**src/diad_isa_pkg.sv**
```systemverilog
/* Instruction set of the diad core: opcodes, instruction fields and the payload
   handed from decode/execute to memory/writeback */
package diad_isa_pkg;

    localparam int REG_COUNT = 16;

    typedef logic [23:0] word_t;
    typedef logic [3:0] reg_idx_t;
    typedef logic signed [11:0] imm_t;

    typedef enum logic [7:0] {
        OP_NOP  = 8'h00,
        OP_ADD  = 8'h01,
        OP_SUB  = 8'h02,
        OP_ADDI = 8'h11,
        OP_LD   = 8'h20,
        OP_ST   = 8'h21,
        OP_BZ   = 8'h30,
        OP_HLT  = 8'hff
    } opcode_t;

    // Register form of an instruction word
    // ADDI and BZ reuse bits 11..0 as the immediate
    typedef struct packed {
        opcode_t  op;
        reg_idx_t rd;
        reg_idx_t rs;
        reg_idx_t rt;
        logic [3:0] spare;
    } instr_t;

    // Executed instruction on its way to memory/writeback
    // result holds the ALU value, or the address for LD and ST
    typedef struct packed {
        logic     valid;
        opcode_t  op;
        reg_idx_t rd;
        word_t    result;
        word_t    sdata;
    } exec_t;

endpackage
```
**src/diad_bus_pkg.sv**
```systemverilog
/* Memory side of the diad core: addresses, requests to the unified memory and
   the retire trace that the core reports to the outside */
package diad_bus_pkg;

    // Memory words are the instruction set's words
    import diad_isa_pkg::word_t;
    export diad_isa_pkg::word_t;

    localparam int MEM_WORDS = 256;

    typedef logic [7:0] addr_t;

    // A requester keeps this stable until its grant is high
    typedef struct packed {
        logic  req;
        logic  we;
        addr_t addr;
        word_t wdata;
    } mem_req_t;

    // One architectural side effect: a register write or a store
    typedef struct packed {
        logic                   valid;
        logic                   is_store;
        diad_isa_pkg::reg_idx_t idx;
        addr_t                  addr;
        word_t                  data;
    } retire_t;

endpackage

```
**src/fetch_unit.sv**
```systemverilog
/* Fetch stage: keeps the PC, has at most one instruction read outstanding and
   presents the returned word to decode/execute, parking it while held */
module fetch_unit (
    input  logic                   clk,
    input  logic                   rst,
    input  logic                   run,
    input  logic                   fetch_gnt,
    input  logic                   fetch_rvalid,
    input  diad_isa_pkg::word_t    rdata,
    input  logic                   hold,
    input  logic                   redirect,
    input  logic                   halt_fetch,
    input  diad_bus_pkg::addr_t    target,
    output diad_bus_pkg::mem_req_t fetch_req,
    output logic                   ivalid,
    output diad_bus_pkg::addr_t    ipc,
    output diad_isa_pkg::word_t    instr
);
    import diad_bus_pkg::*;

    addr_t pc;
    addr_t pend_pc;
    logic  pending;
    logic  kill;
    logic  stopped;
    logic  buf_valid;
    addr_t buf_pc;
    word_t buf_instr;
    logic  rd_live;
    logic  issue;

    // Returned word that no redirect has cancelled
    assign rd_live = fetch_rvalid && !kill;
    assign issue   = run && !stopped && !halt_fetch && !pending && !buf_valid;

    assign fetch_req = '{req: issue, we: 1'b0, addr: pc, wdata: '0};

    assign ivalid = !redirect && (buf_valid || rd_live);
    assign ipc    = buf_valid ? buf_pc : pend_pc;
    assign instr  = buf_valid ? buf_instr : rdata;

    always_ff @(posedge clk or posedge rst) begin
        if (rst) begin
            pc        <= '0;
            pending   <= 1'b0;
            kill      <= 1'b0;
            stopped   <= 1'b0;
            buf_valid <= 1'b0;
        end else begin
            if (halt_fetch)
                stopped <= 1'b1;
            if (redirect)
                pc <= target;
            else if (fetch_gnt)
                pc <= pc + addr_t'(1);
            // A redirect marks the read in flight as stale
            if (fetch_gnt) begin
                pending <= 1'b1;
                kill    <= redirect;
            end else if (fetch_rvalid) begin
                pending <= 1'b0;
                kill    <= 1'b0;
            end else if (redirect && pending) begin
                kill <= 1'b1;
            end
            if (redirect)
                buf_valid <= 1'b0;
            else if (buf_valid)
                buf_valid <= hold;
            else if (rd_live && hold)
                buf_valid <= 1'b1;
        end
    end

    always_ff @(posedge clk) begin
        if (fetch_gnt)
            pend_pc <= pc;
        if (!buf_valid) begin
            buf_pc    <= pend_pc;
            buf_instr <= rdata;
        end
    end

endmodule

```
**config.mk**
```make
export PLATFORM = sky130hd
export DESIGN_NAME = fetch_unit
export DESIGN_NICKNAME = d
export VERILOG_FILES = /design/src/diad_isa_pkg.sv /design/src/diad_bus_pkg.sv /design/src/fetch_unit.sv
export SDC_FILE = /design/constraint.sdc
export NUM_CORES = 1
export LEC_CHECK = 0
export ABC_AREA = 1
export BUFFER_PORTS_ARGS = -buffer_cell sky130_fd_sc_hd__buf_2
export CAP_MARGIN = 20
export CORE_MARGIN = 8
export CORE_UTILIZATION = 45
export DETAILED_ROUTE_END_ITERATION = 12
export PLACE_DENSITY_LB_ADDON = 0.05
export SYNTH_ARGS = -nofsm -noshare
export SYNTH_HDL_FRONTEND = slang
export SYNTH_SLANG_ARGS = --single-unit
```
**constraint.sdc**
```tcl
create_clock -name clk -period 1.9 [get_ports clk]
set_input_delay 0.095 -clock clk [delete_from_list [all_inputs] [get_ports clk]]
set_output_delay 0.095 -clock clk [all_outputs]
set_load 0.005 [all_outputs]
```
======== After elaboration in Yosys (flattened, before gate mapping) ========
Index checks and enable logic that the tools add are counted.
storage, ports and cells
  bits in registers ....................... 52
  input port bits ......................... 40
  output and inout port bits .............. 67
  word-level logic and storage cells ...... 39
operators by class
  $add $sub $neg .......................... 1
  multiplexer cells ....................... 12
  reduce and logical (&&, ||, !) cells .... 18
operator list
  kind                 count
  $mux 24              1
  $mux 8               3
  $add 8x1->8 const B  1
  $logic_and 1x1->1    8
  $mux 1               8
  $logic_not 1->1      6
  $reduce_bool 2->1    2
  $reduce_bool 3->1    1
  $logic_or 1x1->1     1

======== Depth between registers and ports, before layout ========
  depth after elaboration ................. 6
  mapped depth ............................ 6
  depth with buffers taken out ............ 6

======== Worst setup path before layout ========
OpenSTA, ideal clock, no wires.
  kind .................................... flip-flop to flip-flop
  start point ............................. reg pc[0]
  end point ............................... reg pc[6]
  setup time .............................. 121 ps
  data arrival time ....................... 1002 ps
  required time ........................... 1779 ps
  path slack .............................. 776 ps
  cell stages (with the launch flop) ...... 7
  path buffers ............................ 0
  period minus slack after synthesis ...... 1124 ps
  path through ............................ dfrtp_1 ha_1 nand3_1 nor2_1 nand2_1 nand3_1 nand2_1
on the way
  word-level cells in the longest chain between the ends .. 3
ends and longest elaborated chain
  item                    line              RTL
  start, declared         fetch_unit.sv:21  addr_t pc;
  start signal, assigned  fetch_unit.sv:53  pc <= target;
  start signal, assigned  fetch_unit.sv:55  pc <= pc + addr_t'(1);
  $add 8x1->8             fetch_unit.sv:55
  $mux 8                  fetch_unit.sv:54  else if (fetch_gnt)
  $mux 8                  fetch_unit.sv:52  if (redirect)
No other way between the ends. The select of a mux whose other input is x is not followed.
A chain may end at the register's enable or synchronous reset.

==> results by group <==
Critical path
  • Worst EP arrival: 1.48 ns
  • CP required: 1.80 ns
  • Buf/Inv on CP: 2
  • Worst path cell trace: inv_2 -> nand3_1 -> nor2_1 -> buf_2
  • CP max stage delay: between 0.4 and 0.5 ns
  • CP max stage cell: inv_2
  • Worst-path fanout max: 34
  • CP delay by family, top: buffers and inverters
  • Crit path kind: reg2out
  • Startpoint Class: register
  • Critical Path Sink Type: primary output

Global routing
  • First-pass GRT wire length: 8510 um
  • Global routing usage on met1: 0.161
  • Remaining Overflow, GRT: 0
  • Most Crowded Layer GR: met2
  • Vias in the first global route: 1871
  • GRT Total Usage: 0.145
  • Initial antenna violation count: 0
  • Grt met2 use: 0.253
  • Largest net degree at the start of global routing: 35
  • Met3 Use GR: 0.0488

Place
  • Number of instances in the placed design: roughly 370
  • Post-placement setup slack: ~0.62 ns
  • PortBufs: 81
  • Dpl hpwl: roughly 3500 um
  • GP Congestion: 0.743

Final layout
  • Antenna cells: 0
  • Layout cells sized above 1: 0.266
  • Final non-filler cell total: just over 400
  • Fin nets: 393
  • Final core occ: 0.604
  • Area grow syn2layout: 31.5%

Route
  • DR pass1 iterations: 4
  • Via/cell ratio: 4.34
  • DRC violations left: 0
  • WL/cell: between 10 and 15 um
  • Vias: 1766
  • Post-DRT Antenna Nets: 0
  • Final wirelength: 5100 um
  • Initial detailed-routing violation count: 41

Clock network
  • H-Tree Depth: 2
  • Total CTS buffers: 5
  • CTS tree: yes
  • Post CTS Setup Buffer Count: 0
  • Max clock buf depth: 2
  • Clock sinks: 52
  • Post-CTS sizing: 0
  • Worst-path clk slew: 0.09 ns
  • CTS root buffer: clkbuf_8
  • Hold-fix buffers at CTS: 26
  • Skew-Pair Late Insertion Delay: 0.30 ns

Timing
  • Worst slew margin: 0.622
  • F_max: 635 MHz
  • Number of setup violations in the final report: 0
  • Clock Skews: 0.00461 ns
  • Pins Over Slew Limit: 0
  • RSZ-0062 raised after global routing: no
  • Hold Fails Final Rpt: 0
  • Setup ws final: 0.325 ns
  • Fin crit share: 0.829
  • Final min period: 1.57 ns
  • TNS Setup: 0 ns
  • Slew at the pin with the worst max-slew slack: 0.567 ns

Floorplanning
  • # rows: 25
  • Die height: 84.8 um
  • Number of I/O pins: ~110
  • Chip width: between 80 and 90 um
  • Core area: 4630 um2
  • Starting Density: 0.459
  • Area of the die: ~7200 um2

Synth
  • Main area contributors after synthesis: dfxtp_1 (30%), nand2_1 (21%), dfrtp_1 (14%)
  • Synth warn: 0
  • Share of the synthesized area in the top cell type: 0.301
  • Predominant post-synthesis flop cell: dfxtp_1
  • Post-Synthesis Cell Area: 2130 um2
  • Top cells by count, synth: nand2_1 (117), dfxtp_1 (32), buf_4 (30)
  • Seq cells post-synth: 52
  • Post-synth top area cell: dfxtp_1
  • Synth cell types: 24
  • Ys async rst share: 0.231
  • Post-synth EDFFs: 8
  • Cell with the most instances after synthesis: nand2_1
  • Syn avg cell area: around 8.6 um2
  • Seq/Total Area, Yosys: 0.555
  • Syn Inst Count: 247

Power
  • Pwr dens: 802 nW/um2
  • Overall power: around 2200 uW
  • Maximum vdd drop: 372 uV
  • LEAKAGE: 0.00147 uW

Status
  • Status: finished clean

Min path
  • Hold/Removal Path Class: in2reg

Flow run
  • Max-cap violations: 0
cell type report:
class / instances / area (um2)
well taps: 54 / 67.6
multi-input cells: 177 / 761
clock buffers: 6 / 72.6
repair buffers: 108 / 673
fillers: 444 / 1830
clock inverters: 2 / 11.3
inverters: 8 / 30.0
flip-flops and latches: 52 / 1180
worst min-delay path: stages:
cell and delay [ns]:
buf_2 0.07, nand2_1 0.04, nand2_1 0.06
per-layer routing:
| layer | part of all wire | vias up |
|---|---|---|
| met5 | 0 | - |
| met4 | 0.014 | 0 |
| met3 | 0.071 | 6 |
| met2 | 0.48 | 64 |
| met1 | 0.43 | 766 |
| li1 | - | 930 |
power by group:
group | leakage [uW] | internal (uW) | switching (uW)
registers | 0.000492 | 1220 | 55.7
clock network | 0.0000388 | 256 | 351
logic | 0.000939 | 173 | 181
total | 0.00147 | 1650 | 587
logic make-up (layout without fill, tap and decap cells):
| kind of cell | after synthesis | in the layout | synth area share |
|---|---|---|---|
| buf+inv | 42 | 124 | 0.129 |
| fa+ha+maj | 1 | 1 | 0.00588 |
| flops | 52 | 52 | 0.555 |
| other cells | 1 | 25 | 0.00176 |
| xor+xnor | 3 | 3 | 0.0124 |
| simple gates | 135 | 135 | 0.251 |
| compound gates | 13 | 13 | 0.0441 |
through the flow:
step / hold WS, ns / cell area, um2
after floorplan: -0.0403 / 2220
after global placement: 0.146 / 2450
after detailed placement: 0.141 / 2450
after CTS: 0.000956 / 2800
after global routing: 0.0177 / 2800
final: 0.00305 / 2800
path summary, 6_finish.rpt:
path | start | endpoint | slack, ns | depth (start not counted)
worst max-delay path | buf_valid | fetch_req[33] | 0.33 | 4
worst min-delay path | rdata[19] | buf_instr[19] | 0.003 | 3
worst max register to register | pc[0] | pc[6] | 0.63 | 6
worst min register to register | buf_instr[7] | buf_instr[7] | 0.45 | 2
max in group asynchronous | rst | pc[3] | 1.22 | 3
min in group asynchronous | rst | pending | 0.35 | 3
registers in the layout, indices dropped and copies added, names as in the netlist:
register   flops
buf_instr     24
buf_pc         8
pc             8
pend_pc        8
buf_valid      1
kill           1
pending        1
stopped        1
placed cells by master, fill, tap and decap left out:
cell           count
conb_1            25
nor2_1             5
and2_1             1
dfrtp_1           12
buf_2             81
o211ai_1           1
dfxtp_1           32
nand3_1            8
clkinv_1           1
clkbuf_8           5
clkinvlp_4         1
xnor2_1            3
inv_2              1
inv_1              7
clkbuf_1           1
o21ai_0            2
dlygate4sd3_1     26
or2_2              1
nand2_2            1
nor2_4             1
edfxtp_1           8
nor2_2             1
a22oi_1            6
a21oi_2            1
o31ai_1            1
buf_4              1
o21bai_1           2
ha_1               1
nand2_1          117
No activity file was read; power rests on OpenSTA's default activity.
