===== config.mk =====
export PLATFORM = sky130hd
export DESIGN_NAME = mem_writeback
export DESIGN_NICKNAME = d
export VERILOG_FILES = /design/src/diad_isa_pkg.sv /design/src/diad_bus_pkg.sv /design/src/mem_writeback.sv
export SDC_FILE = /design/constraint.sdc
export NUM_CORES = 1
export LEC_CHECK = 0
export BUFFER_PORTS_ARGS = -buffer_cell sky130_fd_sc_hd__buf_4
export CORE_MARGIN = 2
export CORE_UTILIZATION = 36
export CTS_CLUSTER_DIAMETER = 30
export DETAILED_ROUTE_END_ITERATION = 8
export HOLD_SLACK_MARGIN = 0.08
export PLACE_DENSITY = 0.78
export SLEW_MARGIN = 10
export SYNTH_ARGS = -nofsm -noshare
export SYNTH_HDL_FRONTEND = slang
export SYNTH_SLANG_ARGS = --single-unit

===== constraint.sdc =====
create_clock -name clk -period 1.95 [get_ports clk]
set_clock_uncertainty 0.15 [all_clocks]
set_input_delay 0.195 -clock clk [delete_from_list [all_inputs] [get_ports clk]]
set_output_delay 0.195 -clock clk [all_outputs]
set_load 0.02 [all_outputs]

===== src/diad_isa_pkg.sv =====
/* Instruction set of the diad core: opcodes, instruction fields and the payload
   handed from decode/execute to memory/writeback */
package diad_isa_pkg;

    localparam int REG_COUNT = 16;

    typedef logic [23:0] word_t;
    typedef logic [3:0] reg_idx_t;
    typedef logic signed [11:0] imm_t;

    typedef enum logic [7:0] {
        OP_NOP  = 8'h00,
        OP_ADD  = 8'h01,
        OP_SUB  = 8'h02,
        OP_ADDI = 8'h11,
        OP_LD   = 8'h20,
        OP_ST   = 8'h21,
        OP_BZ   = 8'h30,
        OP_HLT  = 8'hff
    } opcode_t;

    // Register form of an instruction word
    // ADDI and BZ reuse bits 11..0 as the immediate
    typedef struct packed {
        opcode_t  op;
        reg_idx_t rd;
        reg_idx_t rs;
        reg_idx_t rt;
        logic [3:0] spare;
    } instr_t;

    // Executed instruction on its way to memory/writeback
    // result holds the ALU value, or the address for LD and ST
    typedef struct packed {
        logic     valid;
        opcode_t  op;
        reg_idx_t rd;
        word_t    result;
        word_t    sdata;
    } exec_t;

endpackage

===== src/diad_bus_pkg.sv =====
/* Memory side of the diad core: addresses, requests to the unified memory and
   the retire trace that the core reports to the outside */
package diad_bus_pkg;

    // Memory words are the instruction set's words
    import diad_isa_pkg::word_t;
    export diad_isa_pkg::word_t;

    localparam int MEM_WORDS = 256;

    typedef logic [7:0] addr_t;

    // A requester keeps this stable until its grant is high
    typedef struct packed {
        logic  req;
        logic  we;
        addr_t addr;
        word_t wdata;
    } mem_req_t;

    // One architectural side effect: a register write or a store
    typedef struct packed {
        logic                   valid;
        logic                   is_store;
        diad_isa_pkg::reg_idx_t idx;
        addr_t                  addr;
        word_t                  data;
    } retire_t;

endpackage


===== src/mem_writeback.sv =====
/* Memory/writeback stage: issues load and store requests, writes registers
   back and reports every register write and store on the retire trace */
module mem_writeback (
    input  logic                   clk,
    input  logic                   rst,
    input  diad_isa_pkg::exec_t    exec,
    input  logic                   data_gnt,
    input  logic                   data_rvalid,
    input  diad_isa_pkg::word_t    rdata,
    output diad_bus_pkg::mem_req_t data_req,
    output logic                   busy,
    output logic                   wb_we,
    output diad_isa_pkg::reg_idx_t wb_idx,
    output diad_isa_pkg::word_t    wb_data,
    output diad_bus_pkg::retire_t  retire,
    output logic                   halted
);
    import diad_isa_pkg::*;
    import diad_bus_pkg::*;

    typedef enum logic [1:0] {IDLE, REQ, WAIT_READ, DONE} wb_state_t;

    wb_state_t state;
    logic      take;
    logic      is_alu;
    logic      alu_v;
    logic      ld_done;
    logic      st_done;
    logic      st_q;
    reg_idx_t  rd_q;
    addr_t     addr_q;
    word_t     data_q;

    assign take   = exec.valid && state == IDLE;
    assign is_alu = exec.op == OP_ADD || exec.op == OP_SUB || exec.op == OP_ADDI;

    always_ff @(posedge clk or posedge rst) begin
        if (rst) begin
            state <= IDLE;
            alu_v <= 1'b0;
        end else begin
            alu_v <= take && is_alu;
            case (state)
                IDLE: begin
                    if (take && (exec.op == OP_LD || exec.op == OP_ST))
                        state <= REQ;
                    else if (take && exec.op == OP_HLT)
                        state <= DONE;
                end
                REQ:       if (data_gnt) state <= st_q ? IDLE : WAIT_READ;
                WAIT_READ: if (data_rvalid) state <= IDLE;
                // HLT has passed, nothing leaves DONE
                default: ;
            endcase
        end
    end

    always_ff @(posedge clk) begin
        if (take) begin
            st_q   <= exec.op == OP_ST;
            rd_q   <= exec.rd;
            addr_q <= addr_t'(exec.result);
            data_q <= (exec.op == OP_ST) ? exec.sdata : exec.result;
        end
    end

    // A load completes with its read data, a store with its grant
    assign ld_done = state == WAIT_READ && data_rvalid;
    assign st_done = state == REQ && data_gnt && st_q;

    assign data_req = '{req: state == REQ, we: st_q, addr: addr_q, wdata: data_q};

    assign busy    = state != IDLE;
    assign halted  = state == DONE;
    assign wb_we   = alu_v || ld_done;
    assign wb_idx  = rd_q;
    assign wb_data = ld_done ? rdata : data_q;

    assign retire = '{valid: wb_we || st_done,
                      is_store: st_done,
                      idx: st_done ? reg_idx_t'(0) : rd_q,
                      addr: st_done ? addr_q : addr_t'(0),
                      data: wb_data};

endmodule


After elaboration in Yosys (flattened, before gate mapping)
Index checks and enable logic that the tools add are counted.
{"block": "totals", "inputBits": 89, "out_inout_bits": 103, "ff_bits": 40}
{"block": "op_classes", "eq_ne": 12, "n_mux": 10, "reduce_logical": 16}
{"op": "two-way mux 24 bit", "count": 2}
{"op": "== test 8 x 6 -> 1 bit (second input constant)", "count": 2}
{"op": "two-way mux 2 bit", "count": 5}
{"op": "== test 8 x 1 -> 1 bit (second input constant)", "count": 1}
{"op": "== test 8 x 2 -> 1 bit (second input constant)", "count": 1}
{"op": "== test 8 x 5 -> 1 bit (second input constant)", "count": 1}
{"op": "== test 8 bit (second input constant)", "count": 1}
{"op": "two-way mux 8 bit", "count": 1}
{"op": "logical AND 1 bit", "count": 7}
{"op": "case mux 2 bit (3 select lines)", "count": 1}
{"op": "logical OR 1 bit", "count": 5}
{"op": "== test 2 bit (second input constant)", "count": 2}
{"op": "two-way mux 4 bit", "count": 1}
{"op": "inequality test 2 bit (second input constant)", "count": 2}
{"op": "AND reduction 4 bit", "count": 1}
{"op": "inequality test 3 x 1 -> 1 bit (second input constant)", "count": 1}
{"op": "nonzero test 3 bit", "count": 1}
{"op": "== test 2 x 1 -> 1 bit (second input constant)", "count": 1}
{"op": "zero test 2 bit", "count": 1}
{"op": "nonzero test 2 bit", "count": 1}

Logic depth before layout (Yosys ltp)
{"block": "logic_depth", "ltp_word": 6, "mapped_depth": 6}

Least setup slack after synthesis
Ideal clock, no wire load.
{"block": "synth_path", "kind": "reg2out", "start": "register state[0]", "end": "output port wb_data[0]", "t_arrival_ns": 1.755, "setup_slack_ns": -0.150, "stages_incl_launch_ff": 7, "path_cell_list": "dfrtp_1 > inv_1 > ha_1 > nand2_1 > clkbuf_1 > mux2_2 > buf_4"}
{"item": "from (decl)", "line_no": "mem_writeback.sv:23", "source": "wb_state_t state;"}
{"item": "from (signal assigned)", "line_no": "mem_writeback.sv:50", "source": "REQ: if (data_gnt) state <= st_q ? IDLE : WAIT_READ;"}
{"item": "to (decl)", "line_no": "mem_writeback.sv:14", "source": "output diad_isa_pkg::word_t wb_data,"}

Worst setup path in the final report
{"block": "layout_path", "start": "register state[1]", "end": "output port wb_data[13]"}
{"block": "layout_via", "elab_chain_cells": 3}
{"item": "== test 2 bit", "line_no": "mem_writeback.sv:68", "source": "assign ld_done = state == WAIT_READ && data_rvalid;"}
{"item": "logical AND 1 bit", "line_no": "mem_writeback.sv:68"}
{"item": "two-way mux 24 bit", "line_no": "mem_writeback.sv:77", "source": "assign wb_data = ld_done ? rdata : data_q;"}
Every way passes these cells.

==> results by stage <==
Timing:
- In the finished design, the share of the clock period the worst path needs comes to 1.01.
- The final count of negative-setup-slack endpoints is 40.
- The total count of max-transition violations in the final report was 0.
- In the post-route analysis, the smallest setup slack over all paths is -0.0266 ns.
- The maximum achievable frequency is 506 MHz.
- The post-layout minimum cycle time is around 2 ns.
- The transition time of the tightest slew-check pin is 0.282 ns.
- The number of failing hold endpoints at the final stage is 0.
- Setup repair after global routing could not meet its margin everywhere.
- The worst relative slew slack is 0.811.

Place:
- The port buffer count is approximately 190.
- The placer congestion estimate is around 0.70.
- The area after detailed placement is 3790 sq um.
- Once detailed placement completed, the half-perimeter wirelength came to between 5 and 6 mm.
- At the placement stage, the worst setup path has a slack of -0.201 ns.
- The total placed cells including tap cells is 413.

Critical path:
- For the worst setup path, the data required time is between 1.5 and 2 ns.
- At the worst endpoint, the arrival time is approximately 1.6 ns.
- On the critical path the largest part of the delay comes from flip-flops.
- The largest fanout of any net on the critical path is 7.
- The number of buffers and inverters on the critical path is 2.
- The worst-path cell with the longest stage delay is sky130_fd_sc_hd__dfrtp_2.
- On the worst path, the slowest cell contributes a delay of 0.44 ns.
- Walking the worst path, the cells encountered are ha_4 > nand2_8 > buf_12 > mux2_4 > buf_6.
- The kind of capture point of the worst setup path is a primary output.
- The path type of the worst setup path is flop to primary output.
- The critical path startpoint category is a flop.

Drt:
- In this run the top signal layer used is met4.
- The wire length per cell after detailed routing is about 17 um.
- The DRC violation count after routing is 0.
- The detailed route wirelength on metal2 is 4.95 mm.
- The first routing iteration left 36 violations.
- The total number of vias is roughly 2.2k.
- For this run, the detailed router's first-pass iteration total came to 4.
- The detailed route wirelength on metal3 is around 600 um.
- Using the TritonRoute via totals, the vias-per-cell ratio works out to roughly 4.7.
- The count of nets left with antenna violations once routing finished came out at 0.
- Wires add up to between 8 and 9 mm.
- The detailed router put a total of ~2.8 mm of wire on met1.

Yosys:
- Among all cell types in the netlist, the one instantiated most often is sky130_fd_sc_hd__edfxtp_1.
- The cell area that synthesis handed to floorplanning was 2370 sq um.
- In this run, synthesis inferred 37 flip-flops with an integrated enable.
- After synthesis, the cell types taking the most area are sky130_fd_sc_hd__edfxtp_1 (47%), sky130_fd_sc_hd__mux2_2 (14%), sky130_fd_sc_hd__mux2_4 (12%), sky130_fd_sc_hd__buf_4 (8.2%), sky130_fd_sc_hd__dfrtp_1 (3.2%).
- After synthesis, the mean cell area works out to between 10 and 15 sq um.
- The number of standard cells after synthesis is 167.
- After synthesis, the most frequently instantiated cells are sky130_fd_sc_hd__edfxtp_1 (37), sky130_fd_sc_hd__mux2_2 (29), sky130_fd_sc_hd__buf_4 (26), sky130_fd_sc_hd__mux2_4 (19).
- The xor and xnor fraction of the mapped netlist area is 0.
- The complex-gate fraction of the synthesized area came to 0.0127.
- The netlist uses 29 different library cells.
- Counting every net in the synthesized netlist gives 260.
- Of the synthesized area, sequential elements account for 0.501.
- The dominant cell type by area after synthesis is sky130_fd_sc_hd__edfxtp_1.
- The leading register cell type out of synthesis is sky130_fd_sc_hd__edfxtp_1.
- In this run, synthesis produced a sequential element count of 40.
- The post-synthesis simple-gate area fraction is 0.0841.
- The proportion of netlist area held by the largest area contributor is 0.470.
- Counting flops with an async set or reset pin after synthesis yields a share of 0.0750.
- The total number of yosys warnings is 0.
- The adder and majority cell fraction of the synthesized area is 0.0212.
- The main combinational cell family by area after synthesis is multiplexers.
- The mux share of post-synthesis cell area is 0.271.

Floorplan:
- For this configuration, the core starts out at a cell density of 0.373.
- In this run the core area contains 29 standard-cell rows.
- The vertical die dimension is 85.1 um.
- Measured along the x axis, the die boundary spans ~85 um.
- For this design the top-level I/O count stands at 192.
- The die covers between 7000 and 8000 sq um.
- The placeable core region is 6350 sq um.

Clock tree:
- In this run the clock root is driven by a sky130_fd_sc_hd__clkbuf_8.
- The number of CTS-inserted buffers is 5.
- Counting along the longest clock path gives a buffer depth of 2.
- After clock tree synthesis, the clock-pin slew on the worst setup and hold paths is 0.08 ns.
- The clock reaches the later pin of the worst-skew pair after 0.29 ns.
- For this design, the sink count on the clock tree is 40.
- TritonCTS built the clock tree.
- The H-tree was split into 2 levels.

GRT:
- The wire length of the first global-routing pass is between 10 and 15 mm.
- In the global route stage, overall resource usage came out at 0.224.
- Entering global routing, the biggest net connects 38 pins.
- The overall overflow remaining after global route is 0.
- The number of global-route vias before repair is between 2k and 2.5k.
- The initial antenna violation count is 0.

Finish:
- Of the cells placed in the final design, the portion with a size suffix greater than 1 is 0.693.
- The final design utilization is 0.768.
- The count of non-filler cells in the finished layout is a little under 500.
- With fillers left out, the area of the finished cells amounts to approximately 5000 sq um.
- The repair_antennas step left the layout with diodes totalling 0.
- The net count of the finished layout is between 400 and 500.
- From synthesis to final layout, the design area changed by 106%.

Outcome:
- The flow ran to the end, but the final reports show violations.
- The checks that failed: setup timing.

Power:
- The static leakage is 2.36 nW.
- The maximum VDD drop is 0.334 mV.
- The design draws between 1.5 and 2 mW.
- The power per cell area is about 390 nW/um^2.

Min path:
- The worst min-delay path category is input pin to flop.

Run:
- Across the run, the number of max-cap violations was 0.
## layer usage
metal,vias to the layer above,GRT usage
met5,-,0
met4,0,0.0447
met3,6,0.0584
met2,108,0.467
met1,1087,0.215
li1,1045,-
## logic make-up after synthesis
| logic type | count (synthesis) |
|---|---|
| AOI/OAI and AO/OA | 4 |
| buffers and inverters | 39 |
| muxes | 51 |
| and+or+nand+nor | 29 |
| adders and majority gates | 4 |
| DFF | 40 |
## area by class of cell
| class | count | area (sq um) |
|---|---|---|
| repair buffers | 260 | 2370 |
| fillers | 403 | 1470 |
| flip-flops and latches | 40 | 1190 |
| multi-input cells | 88 | 1070 |
| well taps | 77 | 96.3 |
| clock buffers | 5 | 68.8 |
| clock inverters | 3 | 42.5 |
| inverters | 8 | 33.8 |
## worst register-to-register path, delay by kind of cell (launching register included)
family        cells  cell delay, ns
simple gates      1            0.13
buf+inv           4            0.53
flops             1            0.44
fa+ha+maj         1            0.17
## sequential cells by signal, summed over array words and instances (netlist names)
name    flops
alu_v       1
addr_q      8
st_q        1
state       2
wb_idx      4
data_q     24
## final timing paths
kind | slack [ns] | cells past startpoint | startpoint | to
max | -0.03 | 5 | state[1] | wb_data[13]
min | 0.1 | 3 | exec[52] | alu_v
max reg2reg | 0.22 | 6 | state[1] | data_q[9]
min reg2reg | 0.48 | 2 | state[1] | state[1]
max in group asynchronous | 1.33 | 3 | rst | state[1]
min in group asynchronous | 0.18 | 3 | rst | alu_v
## power breakdown
group	internal (mW)	total, mW	leakage [nW]	switching, mW
clock	0.379	0.688	0.0541	0.309
sequential	0.935	0.935	0.361	0
combinational	0.219	0.291	1.94	0.0717
total	1.53	1.91	2.36	0.381
## cells in the final DEF (no fill, tap or decap), types with 2 or more instances in the layout
master | netlist | layout
sky130_fd_sc_hd__buf_4 | 26 | 145
sky130_fd_sc_hd__dlygate4sd3_1 | 0 | 54
sky130_fd_sc_hd__buf_6 | 2 | 54
sky130_fd_sc_hd__mux2_4 | 19 | 43
sky130_fd_sc_hd__edfxtp_1 | 37 | 37
sky130_fd_sc_hd__buf_12 | 0 | 6
sky130_fd_sc_hd__inv_1 | 8 | 5
sky130_fd_sc_hd__mux2_2 | 29 | 5
sky130_fd_sc_hd__clkbuf_8 | 0 | 5
sky130_fd_sc_hd__and2_1 | 8 | 4
sky130_fd_sc_hd__and2_4 | 0 | 4
sky130_fd_sc_hd__mux2i_1 | 3 | 3
sky130_fd_sc_hd__inv_2 | 0 | 2
sky130_fd_sc_hd__nand2b_1 | 2 | 2
sky130_fd_sc_hd__nand2_1 | 3 | 2
sky130_fd_sc_hd__nor2_1 | 2 | 2
sky130_fd_sc_hd__clkinvlp_4 | 0 | 2
sky130_fd_sc_hd__nor2b_2 | 0 | 2
sky130_fd_sc_hd__nor2b_1 | 4 | 2
sky130_fd_sc_hd__ha_1 | 4 | 2
sky130_fd_sc_hd__ha_4 | 0 | 2
sky130_fd_sc_hd__dfrtp_1 | 3 | 2
## per-stage QoR
| stage | hold WS (ns) | setup TNS, ns |
|---|---|---|
| 2_1_floorplan | -0.201 | -1.03 |
| 3_3_place_gp | -0.0763 | -4.11 |
| 3_5_place_dp | -0.0699 | -4.54 |
| 4_1_cts | 0.0965 | -4.23 |
| 5_1_grt | 0.123 | -3.19 |
| 6_report | 0.0996 | -0.443 |
## repair_timing
action                                  CTS  global route
hold endpoints to repair                 40             0
setup buffers                             5             1
pin swaps                                 2             2
gates resized for setup                  85            15
gates cloned                              2             0
endpoints found under the setup margin   61            62
hold buffers                             54             0
Note: power is estimated with default switching activity, not from simulation.
