===== src/diad_isa_pkg.sv =====
/* Instruction set of the diad core: opcodes, instruction fields and the payload
   handed from decode/execute to memory/writeback */
package diad_isa_pkg;

    localparam int REG_COUNT = 16;

    typedef logic [23:0] word_t;
    typedef logic [3:0] reg_idx_t;
    typedef logic signed [11:0] imm_t;

    typedef enum logic [7:0] {
        OP_NOP  = 8'h00,
        OP_ADD  = 8'h01,
        OP_SUB  = 8'h02,
        OP_ADDI = 8'h11,
        OP_LD   = 8'h20,
        OP_ST   = 8'h21,
        OP_BZ   = 8'h30,
        OP_HLT  = 8'hff
    } opcode_t;

    // Register form of an instruction word
    // ADDI and BZ reuse bits 11..0 as the immediate
    typedef struct packed {
        opcode_t  op;
        reg_idx_t rd;
        reg_idx_t rs;
        reg_idx_t rt;
        logic [3:0] spare;
    } instr_t;

    // Executed instruction on its way to memory/writeback
    // result holds the ALU value, or the address for LD and ST
    typedef struct packed {
        logic     valid;
        opcode_t  op;
        reg_idx_t rd;
        word_t    result;
        word_t    sdata;
    } exec_t;

endpackage

===== src/diad_bus_pkg.sv =====
/* Memory side of the diad core: addresses, requests to the unified memory and
   the retire trace that the core reports to the outside */
package diad_bus_pkg;

    // Memory words are the instruction set's words
    import diad_isa_pkg::word_t;
    export diad_isa_pkg::word_t;

    localparam int MEM_WORDS = 256;

    typedef logic [7:0] addr_t;

    // A requester keeps this stable until its grant is high
    typedef struct packed {
        logic  req;
        logic  we;
        addr_t addr;
        word_t wdata;
    } mem_req_t;

    // One architectural side effect: a register write or a store
    typedef struct packed {
        logic                   valid;
        logic                   is_store;
        diad_isa_pkg::reg_idx_t idx;
        addr_t                  addr;
        word_t                  data;
    } retire_t;

endpackage


===== src/mem_arbiter.sv =====
/* Fixed-priority arbiter in front of the unified memory: loader, then data,
   then fetch. Steers the read strobe back to whoever issued the read */
module mem_arbiter (
    input  logic                   clk,
    input  logic                   rst,
    input  diad_bus_pkg::mem_req_t load_req,
    input  diad_bus_pkg::mem_req_t data_req,
    input  diad_bus_pkg::mem_req_t fetch_req,
    output diad_bus_pkg::mem_req_t mem_req,
    output logic                   load_gnt,
    output logic                   data_gnt,
    output logic                   fetch_gnt,
    output logic                   data_rvalid,
    output logic                   fetch_rvalid
);
    import diad_bus_pkg::*;

    // Owner of the read that is returning this cycle
    logic data_rd_q;
    logic fetch_rd_q;

    assign load_gnt  = load_req.req;
    assign data_gnt  = data_req.req && !load_req.req;
    assign fetch_gnt = fetch_req.req && !load_req.req && !data_req.req;

    always_comb begin
        mem_req = '0;
        if (load_gnt)
            mem_req = load_req;
        else if (data_gnt)
            mem_req = data_req;
        else if (fetch_gnt)
            mem_req = fetch_req;
    end

    always_ff @(posedge clk or posedge rst) begin
        if (rst) begin
            data_rd_q  <= 1'b0;
            fetch_rd_q <= 1'b0;
        end else begin
            data_rd_q  <= data_gnt && !data_req.we;
            fetch_rd_q <= fetch_gnt && !fetch_req.we;
        end
    end

    assign data_rvalid  = data_rd_q;
    assign fetch_rvalid = fetch_rd_q;

endmodule


===== config.mk =====
export PLATFORM = sky130hd
export DESIGN_NAME = mem_arbiter
export DESIGN_NICKNAME = d
export VERILOG_FILES = /design/src/diad_isa_pkg.sv /design/src/diad_bus_pkg.sv /design/src/mem_arbiter.sv
export SDC_FILE = /design/constraint.sdc
export NUM_CORES = 1
export LEC_CHECK = 0
export BUFFER_PORTS_ARGS = -buffer_cell sky130_fd_sc_hd__buf_2
export CAP_MARGIN = 15
export CORE_MARGIN = 8
export CORE_UTILIZATION = 35
export CTS_BUF_LIST = sky130_fd_sc_hd__clkbuf_4
export DETAILED_ROUTE_END_ITERATION = 12
export PLACE_DENSITY_LB_ADDON = 0.08
export SYNTH_ARGS = -nofsm -noshare
export SYNTH_HDL_FRONTEND = slang
export SYNTH_SLANG_ARGS = --single-unit

===== constraint.sdc =====
create_clock -name clk -period 1.78 [get_ports clk]
set_clock_uncertainty 0.1 [all_clocks]
set_input_delay 0.267 -clock clk [delete_from_list [all_inputs] [get_ports clk]]
set_output_delay 0.267 -clock clk [all_outputs]
set_load 0.05 [all_outputs]

## Word-level counts from Yosys, hierarchy flattened

Cells that the tools add are included.

- Bits in registers: 2
- Input bits: 104

- Multiplexer cells: 3
- Reductions and logical operators: 9

Operator list:

| cell | count |
|---|---|
| 2-to-1 mux 34 bit | 3 |
| logical AND 1 bit | 5 |
| logical NOT 1 bit | 4 |

## Longest topological paths before layout

Gate-level depths: netlist of the first run.

- Depth in word-level cells: 6
- Mapped depth: 4
- Mapped depth without buffers: 2

## Least setup slack after synthesis of the first run

No wires, ideal clock.

- Path type: input to output
- From: input port fetch_req[33] (netlist bit)
- To: output port mem_req[10] (netlist bit)
- Arrival time: 1.432 ns
- Setup slack: -0.019 ns
- Stages: 4
- Buffers on the path: 2
- Cells stage by stage: buf_2 buf_2 nand3b_1 a21oi_1

RTL lines:

| element | RTL line | RTL |
|---|---|---|
| start: declaration | mem_arbiter.sv:8 | `input diad_bus_pkg::mem_req_t fetch_req,` |
| end: declaration | mem_arbiter.sv:9 | `output diad_bus_pkg::mem_req_t mem_req,` |

==> results.json, run 1 <==
{
  "timing.final.setup_violations": 0,
  "worstPathArrival_ps": 1150,
  "static-leakage-power_uw": 0.000912,
  "peak_freq_mhz": 660,
  "drv.max_cap_violation_count": 0,
  "portBuffers": 142,
  "synthesis.area_sq_um": 1070,
  "dieArea_sq_um": 5070,
  "actual_slew_at_the_worst_max_slew_pin_ps": 266,
  "cts_tree": "yes",
  "cts.htree.levels": 1,
  "clk_path_buf_depth": 2,
  "fp.dieW_um": 71.2,
  "worstPathMaxFanout": 35,
  "cts-buffers-inserted": 3,
  "gp_routability_congestion": 0.731,
  "grt_pass1_vias": 1511,
  "clock-sinks": 2,
  "grt_max_degree": 39,
  "critPathCaptureType": "primary output",
  "critical_path.cell_chain": "buf_2 -> buf_12 -> nand3b_1 -> a21oi_2 -> buf_2",
  "p_per_area_nw_per_um2": 433,
  "min_period_ps": 1510,
  "die-height_um": 71.2,
  "insertedDiodeCount": 0,
  "final_core_utilization_pct": 64.5,
  "cp_slowest_cell": "sky130_fd_sc_hd__buf_2",
  "area_delta_synth_final_pct": 80.0,
  "slew_violations": 0,
  "netlist_instances": 159,
  "synth.distinct_cells": 13,
  "dr.pass1.iters": 4,
  "crit_path_start_kind": "primary input",
  "critical_path.most_common_cell": "sky130_fd_sc_hd__buf_2",
  "mean_instance_size_in_the_synthesized_netlist_sq_um": 6.70,
  "placementRows": 20,
  "antenna_violations_before_repair": 0,
  "crit_required_ps": 1410,
  "via_count_of_the_routed_design": 1561,
  "clk_pin_slew_worst_paths_ps": 30,
  "detailedPlacementHpwl_um": 3680,
  "grt_remaining_overflow": 0,
  "ant_nets": 0,
  "avgViaCountPerCell": 4.80,
  "worst_hold_startpoint": "fetch_req[32]",
  "initialDrtViolationCount": 67,
  "hold_viol_final": 0,
  "effective_utilization_at_floorplan_pct": 35.8,
  "critical_path_class": "primary input to primary output",
  "cp_launch_point": "data_req[33]",
  "proportion_of_layout_cells_with_a_drive_suffix_above_1_pct": 65.8,
  "io_pins": 143,
  "fin_crit_sh_pct": 85.1,
  "wl_per_cell_um": 13.7,
  "grt_first_pass_wirelength_um": 7030,
  "yosys_warnings": 0,
  "outcome": "complete, no violations",
  "timing.max_slew.rel_slack_pct": 82.4,
  "worstHoldPathType": "primary input to register",
  "post_synthesis_net_count": 263,
  "design.core.area_sq_um": 2980,
  "grt_util_all_layers_pct": 16.5,
  "peak_supply_drop_v": 0.000237,
  "setup_tns_ps": 0,
  "rsz0062_at_grt": "no",
  "drc": 0,
  "total_number_of_nets_in_the_final_design": 398,
  "critPathMaxStageDelay_ps": 270,
  "synth_seq_cells": 2,
  "synth_sequential_area_ratio_pct": 4.69,
  "cts_hold_repair.buffers": 1,
  "cts_setup_buffers": 0,
  "clock-root-buffer": "sky130_fd_sc_hd__clkbuf_4",
  "finalWirelength_um": 4450,
  "cts-resized-gates": 0
}
flip-flops by register name (all words and copies together) (netlist names):
signal and flops:
data_rvalid 1, fetch_rvalid 1
cell usage in the layout (no fill, tap or decap):
cell type	count
sky130_fd_sc_hd__buf_4	1
sky130_fd_sc_hd__clkbuf_4	3
sky130_fd_sc_hd__a21oi_1	26
sky130_fd_sc_hd__buf_12	5
sky130_fd_sc_hd__dfrtp_1	2
sky130_fd_sc_hd__buf_2	142
sky130_fd_sc_hd__nand3b_1	33
sky130_fd_sc_hd__and2b_1	1
sky130_fd_sc_hd__nor3b_2	1
sky130_fd_sc_hd__or3_1	1
sky130_fd_sc_hd__dlygate4sd3_1	1
sky130_fd_sc_hd__a21oi_2	40
sky130_fd_sc_hd__nor2b_1	35
sky130_fd_sc_hd__inv_1	1
worst paths after layout:
| path | end | cells past startpoint | slack (ps) |
|---|---|---|---|
| max | mem_req[15] | 5 | 270 |
| min | fetch_rvalid$_DFF_PP0_ | 2 | 110 |
| max in group asynchronous | fetch_rvalid$_DFF_PP0_ | 3 | 1130 |
| min in group asynchronous | data_rvalid$_DFF_PP0_ | 3 | 340 |
report_power, final:
part           total, uW  switching [uW]  leakage (uW)  internal [uW]
Clock               98.4            24.1     0.0000138           74.2
Sequential          47.5           0.248     0.0000272           47.2
Combinational        684             440      0.000871            244
per-layer routing:
metal	global-route usage, %	part of all wire [%]	wire length, um
met5	0	0	0
met1	16.5	37	1650
met4	2.08	0.090	4
met2	29.1	49	2180
met3	10.0	14	618
cells in the mapped netlist, drive strengths merged:
cell     n  share of area (%)
a21oi   66                 38
and2b    1               0.70
buf     13                8.6
clkbuf   6                2.1
dfrtp    2                4.7
inv      1               0.35
nand3b  33                 23
nor2b   35                 21
nor3b    1                1.2
or3      1               0.59
cell type report:
cell class	instances	area [sq um]
timing repair buffer	149	828
inverter	1	3.75
fill	301	1060
clock buffer	3	22.5
tap	33	41.3
multi-input combinational	137	973
sequential	2	50.0
critical path, delay by kind of cell:
kind | cells | cell delay [ps]
AND/OR/NAND/NOR | 1 | 180
buffers and inverters | 3 | 570
AO/OA/AOI/OAI | 1 | 130
kinds of logic after synthesis:
logic type / share of synthesized area, %
AOI/OAI and AO/OA: 38.0
buffers and inverters: 11.0
DFF: 4.70
and+or+nand+nor: 46.2
metrics by stage:
step | setup slack [ps] | total power (uW) | instance area (sq um) | instances | hold WS (ps)
after floorplan | 70.8 | 521 | 1140 | 159 | -91.8
after global placement | 253 | 731 | 1890 | 321 | 17.9
after detailed placement | 260 | 735 | 1890 | 321 | 16.0
after CTS | 253 | 843 | 1920 | 325 | 107
after global routing | 181 | 888 | 1920 | 325 | 131
final | 265 | 830 | 1920 | 325 | 114
Power figures use the tool's default switching activity.
==> run 2: changes to the inputs <==
- ABC_AREA: not set -> 1
- CORE_UTILIZATION: 35 -> 31
- CTS_CLUSTER_DIAMETER: not set -> 200
==> run 2 against run 1 <==
Critical path depth unchanged. Combinational power is 10% lower. Count of clock-buffer cells in the layout unchanged. Via count up 3.3%. Fmax shrank 4.1%. First-iteration DRC count grew 13%. Final cell count is 1.8% higher. Flip-flop and latch count unchanged. Clock power rose by 4%. Cell area shrank 16%. Hold slack worse by 2.8 ps. Die area down 5.9%. Highest routed layer unchanged.
==> results.json, run 2 <==
{
  "outcome": "complete, no violations",
  "cts_hold_repair.buffers": 1,
  "synth_xor_area_share_pct": 0,
  "antenna_violations_before_repair": 0,
  "fin_crit_sh_pct": 88.7,
  "grt_max_degree": 27,
  "worstPathMaxFanout": 20,
  "static-leakage-power_uw": 0.00100,
  "cts_setup_buffers": 0,
  "critPathCaptureType": "primary output",
  "drc": 0,
  "layout_common_cells": "142 x sky130_fd_sc_hd__buf_2, 100 x sky130_fd_sc_hd__nand3_1, 35 x sky130_fd_sc_hd__nand2_1",
  "grt_first_pass_wirelength_um": 7550,
  "synth.distinct_cells": 11,
  "synth_area_leader_cell": "sky130_fd_sc_hd__nand3_1",
  "synth_sequential_area_ratio_pct": 5.74,
  "fp.dieW_um": 69.0,
  "proportion_of_layout_cells_with_a_drive_suffix_above_1_pct": 52.3,
  "netlist_instances": 163,
  "post_synth_main_area_contributors": "sky130_fd_sc_hd__nand3_1 57%, sky130_fd_sc_hd__nand2_1 15%, sky130_fd_sc_hd__buf_2 5.7%",
  "gp_routability_congestion": 0.759,
  "finalWirelength_um": 4520,
  "worstPathArrival_ps": 1210,
  "timing.final.setup_violations": 0,
  "dieArea_sq_um": 4770,
  "placementRows": 19,
  "synth_top_cells_by_count": "100 x sky130_fd_sc_hd__nand3_1, 35 x sky130_fd_sc_hd__nand2_1, 10 x sky130_fd_sc_hd__buf_2",
  "final_std_cell_area_no_fill_sq_um": 1620,
  "cts-buffers-inserted": 3,
  "grt_remaining_overflow": 0,
  "avgViaCountPerCell": 4.87,
  "multi_input_area_sq_um": 659,
  "design.core.area_sq_um": 2710,
  "peak_supply_drop_v": 0.000433,
  "post_synthesis_net_count": 267,
  "synth.area.mux_share_pct": 0,
  "worstHoldPathType": "primary input to register",
  "filler_cell_count": 303,
  "grt_pass1_vias": 1724,
  "peak_freq_mhz": 633,
  "post_synth_and_or_nand_nor_area_fraction_pct": 75.6,
  "cts_tree": "yes",
  "most_common_cell_in_the_netlist": "sky130_fd_sc_hd__nand3_1",
  "mean_instance_size_in_the_synthesized_netlist_sq_um": 5.35,
  "synth-edff-count": 0,
  "total_number_of_nets_in_the_final_design": 406,
  "via_count_of_the_routed_design": 1613,
  "worst_hold_slack_ps": 111,
  "ys_async_sr_fraction_pct": 100,
  "clock-sinks": 2,
  "effective_utilization_at_floorplan_pct": 32.2,
  "synth_fa_ha_area_share_pct": 0,
  "wl_per_cell_um": 13.7,
  "area_delta_synth_final_pct": 85.7,
  "cts-resized-gates": 0,
  "setup_tns_ps": 0,
  "insertedDiodeCount": 0,
  "slew_violations": 0,
  "synth_seq_cells": 2,
  "clk_path_buf_depth": 2,
  "ant_nets": 0,
  "min_period_ps": 1580,
  "synthesis.area_sq_um": 872,
  "synth_top_family_by_area": "simple AND/OR/NAND/NOR gates",
  "initialDrtViolationCount": 76,
  "clock-root-buffer": "sky130_fd_sc_hd__clkbuf_4",
  "crit_required_ps": 1410,
  "register_area_sq_um": 50.0,
  "actual_slew_at_the_worst_max_slew_pin_ps": 262,
  "yosys_warnings": 0,
  "synth_compound_gate_area_share_pct": 0,
  "drv.max_cap_violation_count": 0,
  "dr.pass1.iters": 4,
  "synthDominantCellAreaShare_pct": 57.4,
  "hold_viol_final": 0,
  "place_area_sq_um": 1590,
  "detailedPlacementHpwl_um": 3800,
  "io_pins": 143,
  "final_core_utilization_pct": 59.7,
  "most_common_library_cell_in_the_layout_ignoring_fill_and_taps": "sky130_fd_sc_hd__buf_2",
  "crit_path_start_kind": "primary input",
  "die-height_um": 69.0,
  "grt_util_all_layers_pct": 17.8,
  "clk_pin_slew_worst_paths_ps": 30,
  "rsz0062_at_grt": "no",
  "critical_path_class": "primary input to primary output",
  "cts.htree.levels": 1,
  "top_ff_cell_synth": "sky130_fd_sc_hd__dfrtp_1",
  "portBuffers": 142,
  "p_per_area_nw_per_um2": 472,
  "timing.max_slew.rel_slack_pct": 82.7
}
[run 2: cell types whose count changed in the layout (fill, tap and decap cells not counted), sizes merged, moves of 4 or more]
| cell | previous run | this run |
|---|---|---|
| nand3 | 0 | 100 |
| nor2b | 35 | 0 |
| buf | 148 | 152 |
| nand3b | 33 | 0 |
| a21oi | 66 | 0 |
| nand2 | 0 | 35 |
[run 2: logic make-up (layout without fill, tap and decap cells)]
logic type,Yosys count,in the layout
buf+inv,23,160
simple gates,138,138
flops,2,2
[run 2: critical path, cell delays in order]
cell                      delay [ps]
sky130_fd_sc_hd__buf_2           240
sky130_fd_sc_hd__buf_4           280
sky130_fd_sc_hd__nand2_1          80
sky130_fd_sc_hd__nand3_1          80
sky130_fd_sc_hd__buf_2           260
[run 2: per-layer routing]
layer / wire (um) / vias to the layer above / track usage [%]
met3: 512 / 2 / 9.01
met5: 0 / - / 0
met4: 5 / 0 / 2.05
li1: - / 843 / -
met2: 2410 / 74 / 34.7
met1: 1600 / 694 / 16.3
[run 2: path summary, 6_finish.rpt]
kind,start,endpoint,slack [ps],cells past startpoint
min,data_req[32],data_rvalid$_DFF_PP0_,110,2
min in group asynchronous,rst,data_rvalid$_DFF_PP0_,340,3
max,load_req[33],mem_req[21],200,5
max in group asynchronous,rst,fetch_rvalid$_DFF_PP0_,1140,3
[run 2: through the flow]
stage	total power [uW]	setup WS, ps	cells
after floorplan	462	307	163
after global placement	663	189	327
after detailed placement	665	189	327
after CTS	776	187	331
after global routing	817	78.4	331
final	764	201	331
[run 2: report_power, final]
part / internal, uW / total (uW) / switching (uW)
Combinational: 197 / 614 / 417
Sequential: 47.2 / 47.5 / 0.255
Clock: 74.5 / 102 / 27.4
Total: 319 / 764 / 445
[run 2: final cells by class]
class / instances / share of cell area (%)
Timing Repair Buffer: 153 / 51.5
Clock buffer: 3 / 1.39
Multi-Input combinational cell: 138 / 40.7
Inverter: 4 / 0.927
Tap cell: 31 / 2.40
Sequential cell: 2 / 3.09
